--- src/vga_pkg.sv ---
package vga_pkg;

	// Source image and scaling
	localparam int SRC_COLS   = 80;
	localparam int SRC_ROWS   = 60;
	localparam int SCALE_LOG2 = 3;
	localparam int SCALE      = 1 << SCALE_LOG2;
	localparam int FB_WORDS   = SRC_COLS * SRC_ROWS;
	localparam int ADDR_W     = 13;
	localparam int COL_W      = $clog2(SRC_COLS);

	// 640x480 raster, counted in pixel periods and lines
	localparam int H_ACTIVE = 640;
	localparam int H_FRONT  = 16;
	localparam int H_SYNC   = 96;
	localparam int H_BACK   = 48;
	localparam int H_BLANK  = H_FRONT + H_SYNC + H_BACK;
	localparam int H_TOTAL  = H_ACTIVE + H_BLANK;
	localparam int H_CNT_W  = $clog2(H_TOTAL);

	localparam int V_ACTIVE = 480;
	localparam int V_FRONT  = 10;
	localparam int V_SYNC   = 2;
	localparam int V_BACK   = 33;
	localparam int V_BLANK  = V_FRONT + V_SYNC + V_BACK;
	localparam int V_TOTAL  = V_ACTIVE + V_BLANK;
	localparam int V_CNT_W  = $clog2(V_TOTAL);

	localparam int FIFO_DEPTH = 16;
	localparam int FIFO_PTR_W = $clog2(FIFO_DEPTH);

	typedef struct packed {
		logic [7:0] r;
		logic [7:0] g;
		logic [7:0] b;
	} rgb_t;

	// Host write command
	typedef struct packed {
		logic              en;
		logic [ADDR_W-1:0] addr;
		rgb_t              data;
	} fb_write_t;

endpackage

--- src/vga_timing.sv ---
`timescale 1ns/1ns

module vga_timing (
	input  logic          clk,
	input  logic          rst,
	input  logic          run,
	input  logic          empty,
	input  vga_pkg::rgb_t rd_data,
	output logic          rd_en,
	output logic          pix_strobe,
	output logic          hsync,
	output logic          vsync,
	output logic          de,
	output vga_pkg::rgb_t pixel,
	output logic          underflow
);
	import vga_pkg::*;

	logic               pix_en;
	logic               tick;
	logic [H_CNT_W-1:0] h_cnt;
	logic [V_CNT_W-1:0] v_cnt;
	logic               h_act;
	logic               v_act;
	logic               h_sync_on;
	logic               v_sync_on;

	// Pixel period is two clocks
	always_ff @(posedge clk or posedge rst) begin
		if (rst)
			pix_en <= 1'b0;
		else
			pix_en <= run && !pix_en;
	end

	assign tick = run && pix_en;

	////////////////////
	// Raster counters
	////////////////////

	// Each count starts with its blanking interval, then the active part
	always_ff @(posedge clk or posedge rst) begin
		if (rst) begin
			h_cnt <= '0;
			v_cnt <= '0;
		end else if (tick) begin
			if (h_cnt == H_CNT_W'(H_TOTAL - 1)) begin
				h_cnt <= '0;
				if (v_cnt == V_CNT_W'(V_TOTAL - 1))
					v_cnt <= '0;
				else
					v_cnt <= v_cnt + 1'b1;
			end else begin
				h_cnt <= h_cnt + 1'b1;
			end
		end
	end

	assign h_act     = (h_cnt >= H_CNT_W'(H_BLANK));
	assign v_act     = (v_cnt >= V_CNT_W'(V_BLANK));
	assign h_sync_on = (h_cnt >= H_CNT_W'(H_FRONT)) && (h_cnt < H_CNT_W'(H_FRONT + H_SYNC));
	assign v_sync_on = (v_cnt >= V_CNT_W'(V_FRONT)) && (v_cnt < V_CNT_W'(V_FRONT + V_SYNC));

	// One pop per active pixel period
	assign rd_en = tick && h_act && v_act;

	////////////////////
	// Output registers
	////////////////////

	always_ff @(posedge clk or posedge rst) begin
		if (rst) begin
			pix_strobe <= 1'b0;
			hsync      <= 1'b1;
			vsync      <= 1'b1;
			de         <= 1'b0;
			underflow  <= 1'b0;
		end else begin
			pix_strobe <= tick;
			if (!run) begin
				de <= 1'b0;
			end else if (tick) begin
				de    <= h_act && v_act;
				hsync <= !h_sync_on;
				vsync <= !v_sync_on;
			end
			if (rd_en && empty)
				underflow <= 1'b1;
		end
	end

	// Black when nothing was popped
	always_ff @(posedge clk) begin
		if (tick)
			pixel <= (rd_en && !empty) ? rd_data : '0;
	end

endmodule

--- config.mk ---
export PLATFORM = sky130hd
export DESIGN_NAME = vga_timing
export DESIGN_NICKNAME = d
export VERILOG_FILES = /design/src/vga_pkg.sv /design/src/vga_timing.sv
export SDC_FILE = /design/constraint.sdc
export NUM_CORES = 1
export LEC_CHECK = 0
export BUFFER_PORTS_ARGS = -buffer_cell sky130_fd_sc_hd__buf_2
export CORE_MARGIN = 5
export CORE_UTILIZATION = 53
export DETAILED_ROUTE_END_ITERATION = 7
export GPL_TIMING_DRIVEN = 0
export PLACE_DENSITY_LB_ADDON = 0.05
export RECOVER_POWER = 100
export SYNTH_ARGS = -nofsm -noshare
export SYNTH_HDL_FRONTEND = slang
export SYNTH_SLANG_ARGS = --single-unit
--- constraint.sdc ---
create_clock -name clk -period 2.2 [get_ports clk]
set_input_delay 0.44 -clock clk [delete_from_list [all_inputs] [get_ports clk]]
set_output_delay 0.44 -clock clk [all_outputs]
set_load 0.005 [all_outputs]
==> flow_results.xml, run 1 <==
<?xml version="1.0" encoding="UTF-8"?>
<metrics>
  <group name="floorplan">
    <metric name="floorplan.rows" unit="">24</metric>
    <metric name="design.portCount" unit="">58</metric>
    <metric name="die_width" unit="microns">76.53</metric>
    <metric name="floorplan.die.height" unit="microns">76.53</metric>
    <metric name="initial_utilization" unit="%">54.25</metric>
    <metric name="coreArea" unit="sq um">4324</metric>
    <metric name="die-area" unit="sq um">5857</metric>
  </group>
  <group name="clock_network">
    <metric name="cts.path.max_buffers" unit="">2</metric>
    <metric name="clock_insertion_delay_worst_skew" unit="ns">0.30</metric>
    <metric name="tritoncts_num_sinks" unit="">50</metric>
    <metric name="cts-buffers-inserted" unit="">5</metric>
    <metric name="cts_root_buf" unit="">clkbuf_8</metric>
    <metric name="clk_transition_reported_paths" unit="ns">0.08</metric>
    <metric name="tritoncts" unit="">built</metric>
    <metric name="cts_max_level" unit="">2</metric>
  </group>
  <group name="synthesis">
    <metric name="synth.net_count" unit="">233</metric>
    <metric name="synth_warnings" unit="">0</metric>
    <metric name="synth_edf_count" unit="">24</metric>
    <metric name="synth_area" unit="sq um">2346</metric>
    <metric name="synth-seq-cells" unit="">50</metric>
    <metric name="async_set_reset_flop_share_out_of_synthesis" unit="%">52.00</metric>
    <metric name="synthesis.instances" unit="">198</metric>
    <metric name="ys_dominant_reg_cell" unit="">edfxtp_1</metric>
    <metric name="ys_seq_area_share" unit="%">58.56</metric>
    <metric name="synthDistinctLibCells" unit="">37</metric>
    <metric name="synthesis.area_per_instance" unit="sq um">11.85</metric>
  </group>
  <group name="critical_path">
    <metric name="endpoint_of_the_lowest_slack_register_to_register_path" unit="">v_cnt[3]$_DFFE_PP0P_</metric>
    <metric name="timing.critical_path.buf_inv" unit="">2</metric>
    <metric name="critPathLaunchType" unit="">flip-flop</metric>
    <metric name="endpoint_kind" unit="">flip-flop</metric>
    <metric name="rr_worst_depth" unit="">6</metric>
    <metric name="critPathMaxFanout" unit="">7</metric>
    <metric name="worst_path_dominant_cell_family" unit="">simple AND/OR/NAND/NOR gates</metric>
    <metric name="logic_depth_of_the_worst_path_buffers_included" unit="">6</metric>
    <metric name="timing_worst_setup_path_type" unit="">flip-flop to flip-flop</metric>
    <metric name="critPathSlowestCell" unit="">or4_1</metric>
    <metric name="timing.critical_path.cells" unit="">or2_0 &gt; buf_6 &gt; clkbuf_1 &gt; or4_1 &gt; or3_1 &gt; a21oi_1</metric>
    <metric name="timing.critical_path.slowest_cell_delay" unit="ns">0.62</metric>
    <metric name="r2r_setup_slack" unit="ns">0.07</metric>
    <metric name="required" unit="ns">2.43</metric>
    <metric name="r2r_start" unit="">h_cnt[6]$_DFFE_PP0N_</metric>
    <metric name="worst_ep_arrival_time" unit="ns">2.35</metric>
  </group>
  <group name="sta">
    <metric name="timing_max_transition_violations_final" unit="">0</metric>
    <metric name="final_critical_path_share_of_the_clock_period" unit="%">96.69</metric>
    <metric name="maxClockFrequency" unit="MHz">470.1</metric>
    <metric name="setup_viol" unit="">0</metric>
    <metric name="fin_worst_skew" unit="ns">0.007348</metric>
    <metric name="setup_total_negative_slack" unit="ns">0</metric>
    <metric name="rsz0062_at_grt" unit="">false</metric>
    <metric name="worst_pin_slew" unit="ns">1.002</metric>
    <metric name="minimum_clock_period" unit="ns">2.127</metric>
    <metric name="finalHoldWorstSlack" unit="ns">0.3639</metric>
    <metric name="headroom_to_the_max_slew_limit" unit="%">33.14</metric>
    <metric name="final_hold_violations" unit="">0</metric>
  </group>
  <group name="global_route">
    <metric name="grt_overflow" unit="">0</metric>
    <metric name="grt_antenna_before_repair" unit="">0</metric>
    <metric name="first_pass_grt_wire_length" unit="microns">8645</metric>
    <metric name="groute.usage.overall" unit="%">17.97</metric>
    <metric name="grt_pass1_vias" unit="">1799</metric>
    <metric name="grt_max_degree" unit="">35</metric>
  </group>
  <group name="run_status">
    <metric name="outcome" unit="">complete, no violations</metric>
  </group>
  <group name="cells_and_area">
    <metric name="num-nets-final" unit="">308</metric>
    <metric name="layout.cell_area.non_filler" unit="sq um">2918</metric>
    <metric name="number_of_antenna_repair_diodes" unit="">0</metric>
    <metric name="fraction_of_layout_cells_with_a_size_suffix_above_1" unit="%">29.20</metric>
    <metric name="p_r_area_growth_vs_syn" unit="%">24.37</metric>
  </group>
  <group name="place">
    <metric name="detailed_place_hpwl" unit="microns">3487</metric>
    <metric name="place.gp.congestion" unit="">0.8294</metric>
    <metric name="placement.io_buffers" unit="">56</metric>
    <metric name="detailed_place.area" unit="sq um">2691</metric>
  </group>
  <group name="routing">
    <metric name="ant_nets" unit="">0</metric>
    <metric name="vias" unit="">1803</metric>
    <metric name="post_drt_wl_per_cell" unit="microns">15.91</metric>
    <metric name="routed_via_density" unit="">5.531</metric>
    <metric name="drt-initial-drc-count" unit="">128</metric>
    <metric name="wl" unit="microns">5188</metric>
    <metric name="detailedRoute.firstPassIterationCount" unit="">4</metric>
    <metric name="drcViolationCount" unit="">0</metric>
  </group>
  <group name="run">
    <metric name="max_cap_viol_count" unit="">0</metric>
  </group>
  <group name="power">
    <metric name="power_leakage" unit="nW">1.262</metric>
    <metric name="irDropWorstVdd" unit="mV">0.4114</metric>
    <metric name="power_density" unit="nW/um^2">646.7</metric>
  </group>
  <group name="min_path">
    <metric name="min-delay-path-class" unit="">primary input to asynchronous set/reset pin</metric>
  </group>
</metrics>
==> Yosys cell counts (all sizes together), types with 3 or more instances <==
| cell type | number | area (sq um) |
|---|---|---|
| o21ai | 12 | 60.06 |
| nor4 | 5 | 31.28 |
| nand4 | 6 | 37.54 |
| xnor2 | 7 | 61.31 |
| or3 | 3 | 18.77 |
| nor2 | 7 | 26.28 |
| clkbuf | 5 | 20.01 |
| nand2 | 16 | 60.06 |
| edfxtp | 24 | 720.7 |
| buf | 4 | 25.02 |
| nand3 | 9 | 45.04 |
| xor2 | 5 | 43.79 |
| a21oi | 3 | 15.01 |
| or4 | 4 | 37.53 |
| nor4b | 25 | 219.0 |
| dfrtp | 24 | 600.6 |
| o31ai | 3 | 22.52 |
| inv | 11 | 41.29 |
| ha | 7 | 87.58 |
==> flip-flops by register name (all words and copies together) (netlist names) <==
signal,count
de,1
h_cnt,10
hsync,1
pix_en,1
pix_strobe,1
pixel,24
underflow,1
v_cnt,10
vsync,1
==> cells in the final DEF, fill, tap and decap left out, types with 2 or more instances in the layout <==
cell type | synthesis | final
clkbuf_1 | 4 | 20
o31ai_1 | 3 | 3
or4_4 | 2 | 2
nand4_1 | 6 | 6
buf_2 | 2 | 44
xnor2_1 | 7 | 7
or3_1 | 3 | 3
nor2_1 | 7 | 7
or4_1 | 2 | 2
edfxtp_1 | 24 | 24
buf_4 | 0 | 9
clkbuf_2 | 1 | 2
dfstp_2 | 2 | 2
nor4b_1 | 25 | 25
dfrtp_2 | 0 | 3
nor3_1 | 2 | 2
ha_1 | 7 | 7
inv_1 | 10 | 10
o21ai_0 | 12 | 12
nand2_1 | 16 | 14
a21o_1 | 2 | 2
and3_1 | 2 | 2
a21oi_1 | 3 | 2
nor4_1 | 5 | 4
xor2_1 | 5 | 5
dfrtp_1 | 24 | 21
buf_6 | 1 | 2
clkbuf_8 | 0 | 5
nand3_1 | 9 | 9
==> metrics by stage <==
stage                     worst slack, ns  utilization, %  std cells  power [mW]
after global placement            -0.5373           62.24        306       1.271
after floorplan                    0.1142               -        198       1.202
after CTS                         0.01171           67.48        323       1.905
after detailed placement          -0.5605           62.24        306       1.277
after global routing             0.007238           67.48        326       1.980
final                             0.07281           67.48        326       1.887
==> worst reg2reg max path: stages, from the launching register on <==
cell and delay [ns]:
dfrtp_1 0.39, or2_0 0.23, buf_6 0.13, clkbuf_1 0.17, or4_1 0.62, or3_1 0.38
a21oi_1 0.14
==> power breakdown <==
group / switching [mW] / internal, mW / leakage [nW]
Combinational: 0.0989 / 0.0761 / 0.625
Sequential: 0.0492 / 1.03 / 0.584
Clock: 0.293 / 0.336 / 0.0528
==> worst max path at each step <==
stage	from	endpoint	slack, ns
finish	h_cnt[6]$_DFFE_PP0N_	v_cnt[3]$_DFFE_PP0P_	0.07
floorplan	h_cnt[5]$_DFFE_PP0N_	rd_en	0.11
global route	h_cnt[5]$_DFFE_PP0N_	pixel[5]$_SDFFCE_PN0N_	0.007
detailed placement	run	pixel[22]$_SDFFCE_PN0N_	-0.56
CTS	h_cnt[5]$_DFFE_PP0N_	rd_en	0.01
global placement	run	rd_en	-0.54
==> timing repair <==
action	in CTS	in global routing
setup endpoints to repair	25	5
setup buffers	9	4
pin swaps	2	2
hold buffers	0	0
gates resized for setup	16	7
==> logic make-up (layout without fill, tap and decap cells) <==
group	count (synthesis)	after routing	synth area share, %
simple gates	85	85	23.31
compound gates	24	24	6.240
buf+inv	20	96	3.679
flops	50	50	58.56
xor+xnor	12	12	4.480
fa+ha+maj	7	7	3.733
==> layout make-up <==
cell class	instances	area [sq um]
Sequential cell	50	1378
Buffer	8	47.55
Tap cell	52	65.06
Fill cell	348	1406
Clock buffer	6	72.57
Timing Repair Buffer	69	347.8
Inverter	11	53.80
Clock inverter	2	33.78
Multi-Input combinational cell	128	919.6
==> per-layer routing <==
layer / track usage [%] / vias to the layer above / part of all wire, % / wire length [microns]
met2: 28.51 / 63 / 47 / 2437
met4: 5.944 / 0 / 1.1 / 56
li1: - / 887 / - / -
met5: 0 / - / 0 / 0
met3: 5.201 / 7 / 7.1 / 367
met1: 23.60 / 846 / 45 / 2326
Power figures use the tool's default switching activity.
==> run 2: changes to the inputs <==
--- a/config.mk
+++ b/config.mk
@@ -6,8 +6,10 @@
 export NUM_CORES = 1
 export LEC_CHECK = 0
 export BUFFER_PORTS_ARGS = -buffer_cell sky130_fd_sc_hd__buf_2
+export CELL_PAD_IN_SITES_DETAIL_PLACEMENT = 2
+export CELL_PAD_IN_SITES_GLOBAL_PLACEMENT = 2
 export CORE_MARGIN = 5
-export CORE_UTILIZATION = 53
+export CORE_UTILIZATION = 34
 export DETAILED_ROUTE_END_ITERATION = 7
 export GPL_TIMING_DRIVEN = 0
 export PLACE_DENSITY_LB_ADDON = 0.05
==> flow_results.xml, run 2 (same netlist as run 1, synthesis figures left out) <==
<?xml version="1.0" encoding="UTF-8"?>
<metrics>
  <group name="run_status">
    <metric name="outcome" unit="">complete, no violations</metric>
  </group>
  <group name="clock_network">
    <metric name="cts_root_buf" unit="">clkbuf_8</metric>
    <metric name="cts-buffers-inserted" unit="">5</metric>
    <metric name="tritoncts_num_sinks" unit="">50</metric>
    <metric name="cts.path.max_buffers" unit="">2</metric>
    <metric name="tritoncts" unit="">built</metric>
    <metric name="cts_max_level" unit="">2</metric>
    <metric name="clk_transition_reported_paths" unit="ns">0.10</metric>
    <metric name="clock_insertion_delay_worst_skew" unit="ns">0.30</metric>
  </group>
  <group name="critical_path">
    <metric name="critPathLaunchType" unit="">flip-flop</metric>
    <metric name="worst_ep_arrival_time" unit="ns">1.69</metric>
    <metric name="timing_worst_setup_path_type" unit="">flip-flop to output port</metric>
    <metric name="critPathMaxFanout" unit="">3</metric>
    <metric name="required" unit="ns">1.76</metric>
    <metric name="endpoint_kind" unit="">output port</metric>
  </group>
  <group name="floorplan">
    <metric name="floorplan.rows" unit="">30</metric>
    <metric name="coreArea" unit="sq um">6756</metric>
    <metric name="initial_utilization" unit="%">34.72</metric>
    <metric name="floorplan.die.height" unit="microns">93.07</metric>
    <metric name="design.portCount" unit="">58</metric>
    <metric name="die-area" unit="sq um">8661</metric>
    <metric name="die_width" unit="microns">93.07</metric>
  </group>
  <group name="routing">
    <metric name="post_drt_wl_per_cell" unit="microns">17.99</metric>
    <metric name="ant_nets" unit="">0</metric>
    <metric name="vias" unit="">1846</metric>
    <metric name="wl" unit="microns">6388</metric>
    <metric name="routed_via_density" unit="">5.200</metric>
    <metric name="drcViolationCount" unit="">0</metric>
    <metric name="detailedRoute.firstPassIterationCount" unit="">4</metric>
    <metric name="drt-initial-drc-count" unit="">27</metric>
  </group>
  <group name="sta">
    <metric name="headroom_to_the_max_slew_limit" unit="%">30.86</metric>
    <metric name="fin_worst_skew" unit="ns">0.005660</metric>
    <metric name="minimum_clock_period" unit="ns">2.130</metric>
    <metric name="worst_pin_slew" unit="ns">1.036</metric>
    <metric name="maxClockFrequency" unit="MHz">469.4</metric>
    <metric name="final_hold_violations" unit="">0</metric>
    <metric name="timing_max_transition_violations_final" unit="">0</metric>
    <metric name="setup_viol" unit="">0</metric>
    <metric name="final_critical_path_share_of_the_clock_period" unit="%">96.83</metric>
  </group>
  <group name="global_route">
    <metric name="grt_antenna_before_repair" unit="">0</metric>
    <metric name="groute.usage.overall" unit="%">15.24</metric>
    <metric name="grt_max_degree" unit="">27</metric>
    <metric name="first_pass_grt_wire_length" unit="microns">10520</metric>
    <metric name="grt_overflow" unit="">0</metric>
    <metric name="grt_pass1_vias" unit="">2046</metric>
  </group>
  <group name="power">
    <metric name="irDropWorstVdd" unit="mV">0.2561</metric>
    <metric name="report.power.total" unit="mW">1.831</metric>
    <metric name="power_density" unit="nW/um^2">614.7</metric>
    <metric name="power_leakage" unit="nW">1.237</metric>
  </group>
  <group name="cells_and_area">
    <metric name="fraction_of_layout_cells_with_a_size_suffix_above_1" unit="%">29.45</metric>
    <metric name="regMostFlops" unit="">pixel</metric>
    <metric name="final_cell_mix" unit="">buf_2, clkbuf_1, nor4b_1</metric>
    <metric name="fill_cells" unit="">748</metric>
    <metric name="number_of_antenna_repair_diodes" unit="">0</metric>
    <metric name="reg_top3" unit="">pixel (24), h_cnt (10), v_cnt (10)</metric>
    <metric name="num-nets-final" unit="">309</metric>
    <metric name="mostFrequentLayoutCell" unit="">buf_2</metric>
    <metric name="largest_register_ffs" unit="">24</metric>
    <metric name="p_r_area_growth_vs_syn" unit="%">26.99</metric>
    <metric name="layoutNonFillerInstCount" unit="">355</metric>
  </group>
  <group name="place">
    <metric name="detailed_place_hpwl" unit="microns">4360</metric>
    <metric name="dp_cells" unit="">334</metric>
    <metric name="place.gp.congestion" unit="">0.7023</metric>
    <metric name="placement.io_buffers" unit="">56</metric>
  </group>
  <group name="run">
    <metric name="max_cap_viol_count" unit="">0</metric>
  </group>
  <group name="min_path">
    <metric name="min-delay-path-class" unit="">primary input to asynchronous set/reset pin</metric>
  </group>
</metrics>
[run 2: final cells by class]
cell class | count | area, sq um | share of cell area (%)
Multi-Input combinational cell | 128 | 948.4 | 31.84
Inverter | 11 | 67.56 | 2.268
Timing Repair Buffer | 69 | 341.6 | 11.47
Sequential cell | 50 | 1379 | 46.28
Clock inverter | 3 | 21.27 | 0.7140
Timing Repair inverter | 1 | 5.005 | 0.1680
Clock buffer | 5 | 68.82 | 2.310
Tap cell | 80 | 100.1 | 3.360
Buffer | 8 | 47.55 | 1.596
[run 2: worst max-delay path, cell delays in order, from the launching register on]
cell	delay, ns
dfrtp_2	0.42
or4_4	0.55
a21oi_4	0.15
buf_6	0.12
nor2_2	0.03
buf_2	0.12
[run 2: per-layer routing]
| metal | track usage (%) | vias up | routed length (microns) |
|---|---|---|---|
| li1 | - | 888 | - |
| met1 | 19.52 | 911 | 2914 |
| met2 | 26.09 | 45 | 3102 |
| met3 | 3.620 | 2 | 341 |
| met4 | 3.419 | 0 | 29 |
| met5 | 0 | - | 0 |
[run 2: stage by stage]
| step | utilization [%] | hold WS (ns) | worst slack (ns) | setup TNS, ns | area, sq um |
|---|---|---|---|---|---|
| after floorplan | - | 0.4482 | 0.1142 | 0 | 2346 |
| after global routing | 44.09 | 0.4655 | -0.009187 | -0.009187 | 2979 |
| after CTS | 44.20 | 0.4129 | 0.0009391 | 0 | 2987 |
| after detailed placement | 40.35 | 0.4572 | -0.6722 | -11.00 | 2726 |
| after global placement | 40.35 | 0.4455 | -0.6847 | -9.927 | 2726 |
| final | 44.09 | 0.3756 | 0.06974 | 0 | 2979 |
[run 2: final timing paths]
kind	startpoint	endpoint	slack (ns)	depth (start not counted)
worst max-delay path	v_cnt[8]$_DFFE_PP0P_	rd_en	0.07	5
worst min register to register	vsync$_DFFE_PP1P_	vsync$_DFFE_PP1P_	0.49	2
max in group asynchronous	rst	v_cnt[0]$_DFFE_PP0P_	1.13	2
min in group clk	run	pix_en$_DFF_PP0_	0.48	2
worst min-delay path	rst	v_cnt[2]$_DFFE_PP0P_	0.38	2
worst max register to register	v_cnt[8]$_DFFE_PP0P_	pixel[16]$_SDFFCE_PN0N_	0.11	5
[run 2: what timing repair did]
action,4_1_cts,5_1_grt
hold buffers,0,0
gates resized for setup,23,7
gates cloned,1,0
endpoints found under the setup margin,27,5
buffers inserted,10,3
pin swaps,2,5
[run 2: power breakdown]
part	internal [mW]	leakage, nW	switching, mW
Clock	0.225	0.0441	0.329
Combinational	0.0815	0.612	0.104
Sequential	1.03	0.582	0.0587
==> run 3: changes to the inputs <==
--- a/config.mk
+++ b/config.mk
@@ -6,14 +6,15 @@
 export NUM_CORES = 1
 export LEC_CHECK = 0
 export BUFFER_PORTS_ARGS = -buffer_cell sky130_fd_sc_hd__buf_2
-export CELL_PAD_IN_SITES_DETAIL_PLACEMENT = 2
-export CELL_PAD_IN_SITES_GLOBAL_PLACEMENT = 2
+export CELL_PAD_IN_SITES_DETAIL_PLACEMENT = 0
+export CELL_PAD_IN_SITES_GLOBAL_PLACEMENT = 1
 export CORE_MARGIN = 5
-export CORE_UTILIZATION = 34
+export CORE_UTILIZATION = 41
 export DETAILED_ROUTE_END_ITERATION = 7
 export GPL_TIMING_DRIVEN = 0
 export PLACE_DENSITY_LB_ADDON = 0.05
 export RECOVER_POWER = 100
+export SKIP_CTS_REPAIR_TIMING = 1
 export SYNTH_ARGS = -nofsm -noshare
 export SYNTH_HDL_FRONTEND = slang
 export SYNTH_SLANG_ARGS = --single-unit
==> flow_results.xml, run 3 (same netlist as run 1, synthesis figures left out) <==
<?xml version="1.0" encoding="UTF-8"?>
<metrics>
  <group name="power">
    <metric name="share_seq_of_total_power" unit="%">56.8</metric>
    <metric name="netSwitchingFraction" unit="%">24.08</metric>
    <metric name="irDropWorstVdd" unit="mV">0.3340</metric>
    <metric name="p_int" unit="mW">1.451</metric>
    <metric name="report.power.total" unit="mW">1.911</metric>
    <metric name="power_frac_clock" unit="%">34.1</metric>
    <metric name="switching_power_summed_over_all_nets" unit="uW">460.3</metric>
    <metric name="power_leakage" unit="nW">1.330</metric>
    <metric name="pwr-share-comb" unit="%">9.2</metric>
    <metric name="power_density" unit="nW/um^2">634.5</metric>
  </group>
  <group name="global_route">
    <metric name="gr-usage-met1" unit="%">19.13</metric>
    <metric name="grt_pass1_vias" unit="">1697</metric>
    <metric name="grt_antenna_before_repair" unit="">0</metric>
    <metric name="grt_overflow" unit="">0</metric>
    <metric name="grt_max_degree" unit="">35</metric>
    <metric name="grt_use_met3" unit="%">3.746</metric>
    <metric name="global_route.peak_usage_layer" unit="">met2</metric>
    <metric name="groute.layer.met2.usage" unit="%">22.60</metric>
    <metric name="first_pass_grt_wire_length" unit="microns">8335</metric>
    <metric name="groute.usage.overall" unit="%">14.36</metric>
  </group>
  <group name="critical_path">
    <metric name="worst_ep_arrival_time" unit="ns">1.83</metric>
    <metric name="critPathSlowestCell" unit="">or4_4</metric>
    <metric name="rr_worst_depth" unit="">6</metric>
    <metric name="endpoint_kind" unit="">output port</metric>
    <metric name="r2r_start" unit="">h_cnt[5]$_DFFE_PP0N_</metric>
    <metric name="required" unit="ns">1.76</metric>
    <metric name="critPathLaunchType" unit="">flip-flop</metric>
    <metric name="timing.critical_path.slowest_cell_delay" unit="ns">0.56</metric>
    <metric name="critPathMaxFanout" unit="">5</metric>
    <metric name="r2r_setup_slack" unit="ns">0.07</metric>
    <metric name="endpoint_of_the_lowest_slack_register_to_register_path" unit="">v_cnt[4]$_DFFE_PP0P_</metric>
    <metric name="timing.critical_path.cells" unit="">or4_4 &gt; a21oi_4 &gt; buf_6 &gt; nor2_1 &gt; buf_2</metric>
    <metric name="timing_worst_setup_path_type" unit="">flip-flop to output port</metric>
  </group>
  <group name="routing">
    <metric name="drcViolationCount" unit="">0</metric>
    <metric name="detailedRoute.firstPassIterationCount" unit="">4</metric>
    <metric name="post_drt_wl_per_cell" unit="microns">14.86</metric>
    <metric name="wl" unit="microns">5187</metric>
    <metric name="routed_via_density" unit="">5.146</metric>
    <metric name="drt-initial-drc-count" unit="">55</metric>
    <metric name="vias" unit="">1796</metric>
    <metric name="ant_nets" unit="">0</metric>
  </group>
  <group name="sta">
    <metric name="setup_total_negative_slack" unit="ns">-0.06552</metric>
    <metric name="worst_pin_slew" unit="ns">1.010</metric>
    <metric name="setup_viol" unit="">1</metric>
    <metric name="setup_slack" unit="ns">-0.06552</metric>
    <metric name="fin_worst_skew" unit="ns">0.007801</metric>
    <metric name="timing_max_transition_violations_final" unit="">0</metric>
    <metric name="headroom_to_the_max_slew_limit" unit="%">32.59</metric>
    <metric name="final_critical_path_share_of_the_clock_period" unit="%">103.0</metric>
    <metric name="minimum_clock_period" unit="ns">2.266</metric>
    <metric name="maxClockFrequency" unit="MHz">441.4</metric>
    <metric name="final_hold_violations" unit="">0</metric>
    <metric name="rsz0062_at_grt" unit="">true</metric>
  </group>
  <group name="floorplan">
    <metric name="floorplan.rows" unit="">27</metric>
    <metric name="coreArea" unit="sq um">5540</metric>
    <metric name="floorplan.die.height" unit="microns">85.65</metric>
    <metric name="design.portCount" unit="">58</metric>
    <metric name="initial_utilization" unit="%">42.34</metric>
    <metric name="die_width" unit="microns">85.65</metric>
    <metric name="die-area" unit="sq um">7335</metric>
  </group>
  <group name="clock_network">
    <metric name="clk_transition_reported_paths" unit="ns">0.09</metric>
    <metric name="clock_insertion_delay_worst_skew" unit="ns">0.30</metric>
    <metric name="cts_root_buf" unit="">clkbuf_8</metric>
    <metric name="tritoncts_num_sinks" unit="">50</metric>
    <metric name="cts-buffers-inserted" unit="">5</metric>
    <metric name="cts.path.max_buffers" unit="">2</metric>
    <metric name="tritoncts" unit="">built</metric>
    <metric name="cts_max_level" unit="">2</metric>
  </group>
  <group name="cells_and_area">
    <metric name="regMostFlops" unit="">pixel</metric>
    <metric name="largest_register_ffs" unit="">24</metric>
    <metric name="mostFrequentLayoutCell" unit="">buf_2</metric>
    <metric name="fraction_of_layout_cells_with_a_size_suffix_above_1" unit="%">36.10</metric>
    <metric name="reg_top3" unit="">pixel (24), h_cnt (10), v_cnt (10)</metric>
    <metric name="p_r_area_growth_vs_syn" unit="%">28.37</metric>
    <metric name="final_cell_mix" unit="">buf_2, nor4b_1, edfxtp_1</metric>
    <metric name="layoutNonFillerInstCount" unit="">349</metric>
    <metric name="number_of_antenna_repair_diodes" unit="">0</metric>
    <metric name="num-nets-final" unit="">311</metric>
  </group>
  <group name="place">
    <metric name="dp_cells" unit="">326</metric>
    <metric name="place.gp.congestion" unit="">0.7438</metric>
    <metric name="placement.io_buffers" unit="">56</metric>
    <metric name="detailed_place_hpwl" unit="microns">3548</metric>
  </group>
  <group name="run_status">
    <metric name="outcome" unit="">complete, but fails checks</metric>
    <metric name="failed_checks" unit="">negative setup slack</metric>
  </group>
  <group name="min_path">
    <metric name="min-delay-path-class" unit="">primary input to asynchronous set/reset pin</metric>
  </group>
  <group name="run">
    <metric name="max_cap_viol_count" unit="">0</metric>
  </group>
</metrics>
run 3: area by class of cell:
cell class	instances	area, sq um
Clock buffer	6	72.57
Fill cell	518	2529
Inverter	11	53.80
Timing Repair Buffer	71	392.9
Multi-Input combinational cell	128	924.6
Sequential cell	50	1378
Tap cell	72	90.09
Buffer	9	62.56
Clock inverter	2	37.54
run 3: how the worst max path moves through the flow:
stage                              start     to  slack (ns)  cells after the start
floorplan           h_cnt[5]$_DFFE_PP0N_  rd_en        0.11                      6
global placement                     run  rd_en       -0.59                      7
detailed placement                   run  rd_en       -0.57                      7
CTS                     pix_en$_DFF_PP0_  rd_en       -0.77                      6
global route        v_cnt[0]$_DFFE_PP0P_  rd_en       -0.15                      8
finish              v_cnt[8]$_DFFE_PP0P_  rd_en       -0.07                      5
run 3: critical path, delay by kind of cell, from the launching register on:
family                 cells  cell delay (ns)
flip-flops                 1             0.45
AO/OA/AOI/OAI              1             0.21
buffers and inverters      2             0.27
AND/OR/NAND/NOR            2             0.60
run 3: power groups by stage:
stage / Clock [mW] / Sequential, mW / Combinational [mW]
after floorplan: 0 / 1.10 / 0.107
after global placement: 0 / 1.11 / 0.169
after detailed placement: 0 / 1.11 / 0.174
after CTS: 0.675 / 1.09 / 0.175
after global routing: 0.719 / 1.10 / 0.200
final: 0.651 / 1.09 / 0.175
run 3: metrics by stage:
stage | util [%] | setup WS (ns) | hold slack (ns) | cell area (sq um)
global route | 54.36 | -0.1458 | 0.4548 | 3012
finish | 54.36 | -0.06552 | 0.3607 | 3012
CTS | 51.02 | -0.7661 | 0.3984 | 2826
detailed placement | 49.03 | -0.5653 | 0.4520 | 2716
floorplan | - | 0.1142 | 0.4482 | 2346
global placement | 49.03 | -0.5872 | 0.4488 | 2716
run 3: routing by layer:
metal | vias up | routed length [microns] | share of wire [%]
met2 | 46 | 2322 | 45
met1 | 853 | 2435 | 47
met5 | - | 0 | 0
li1 | 890 | - | -
met4 | 0 | 76 | 1.5
met3 | 7 | 352 | 6.8
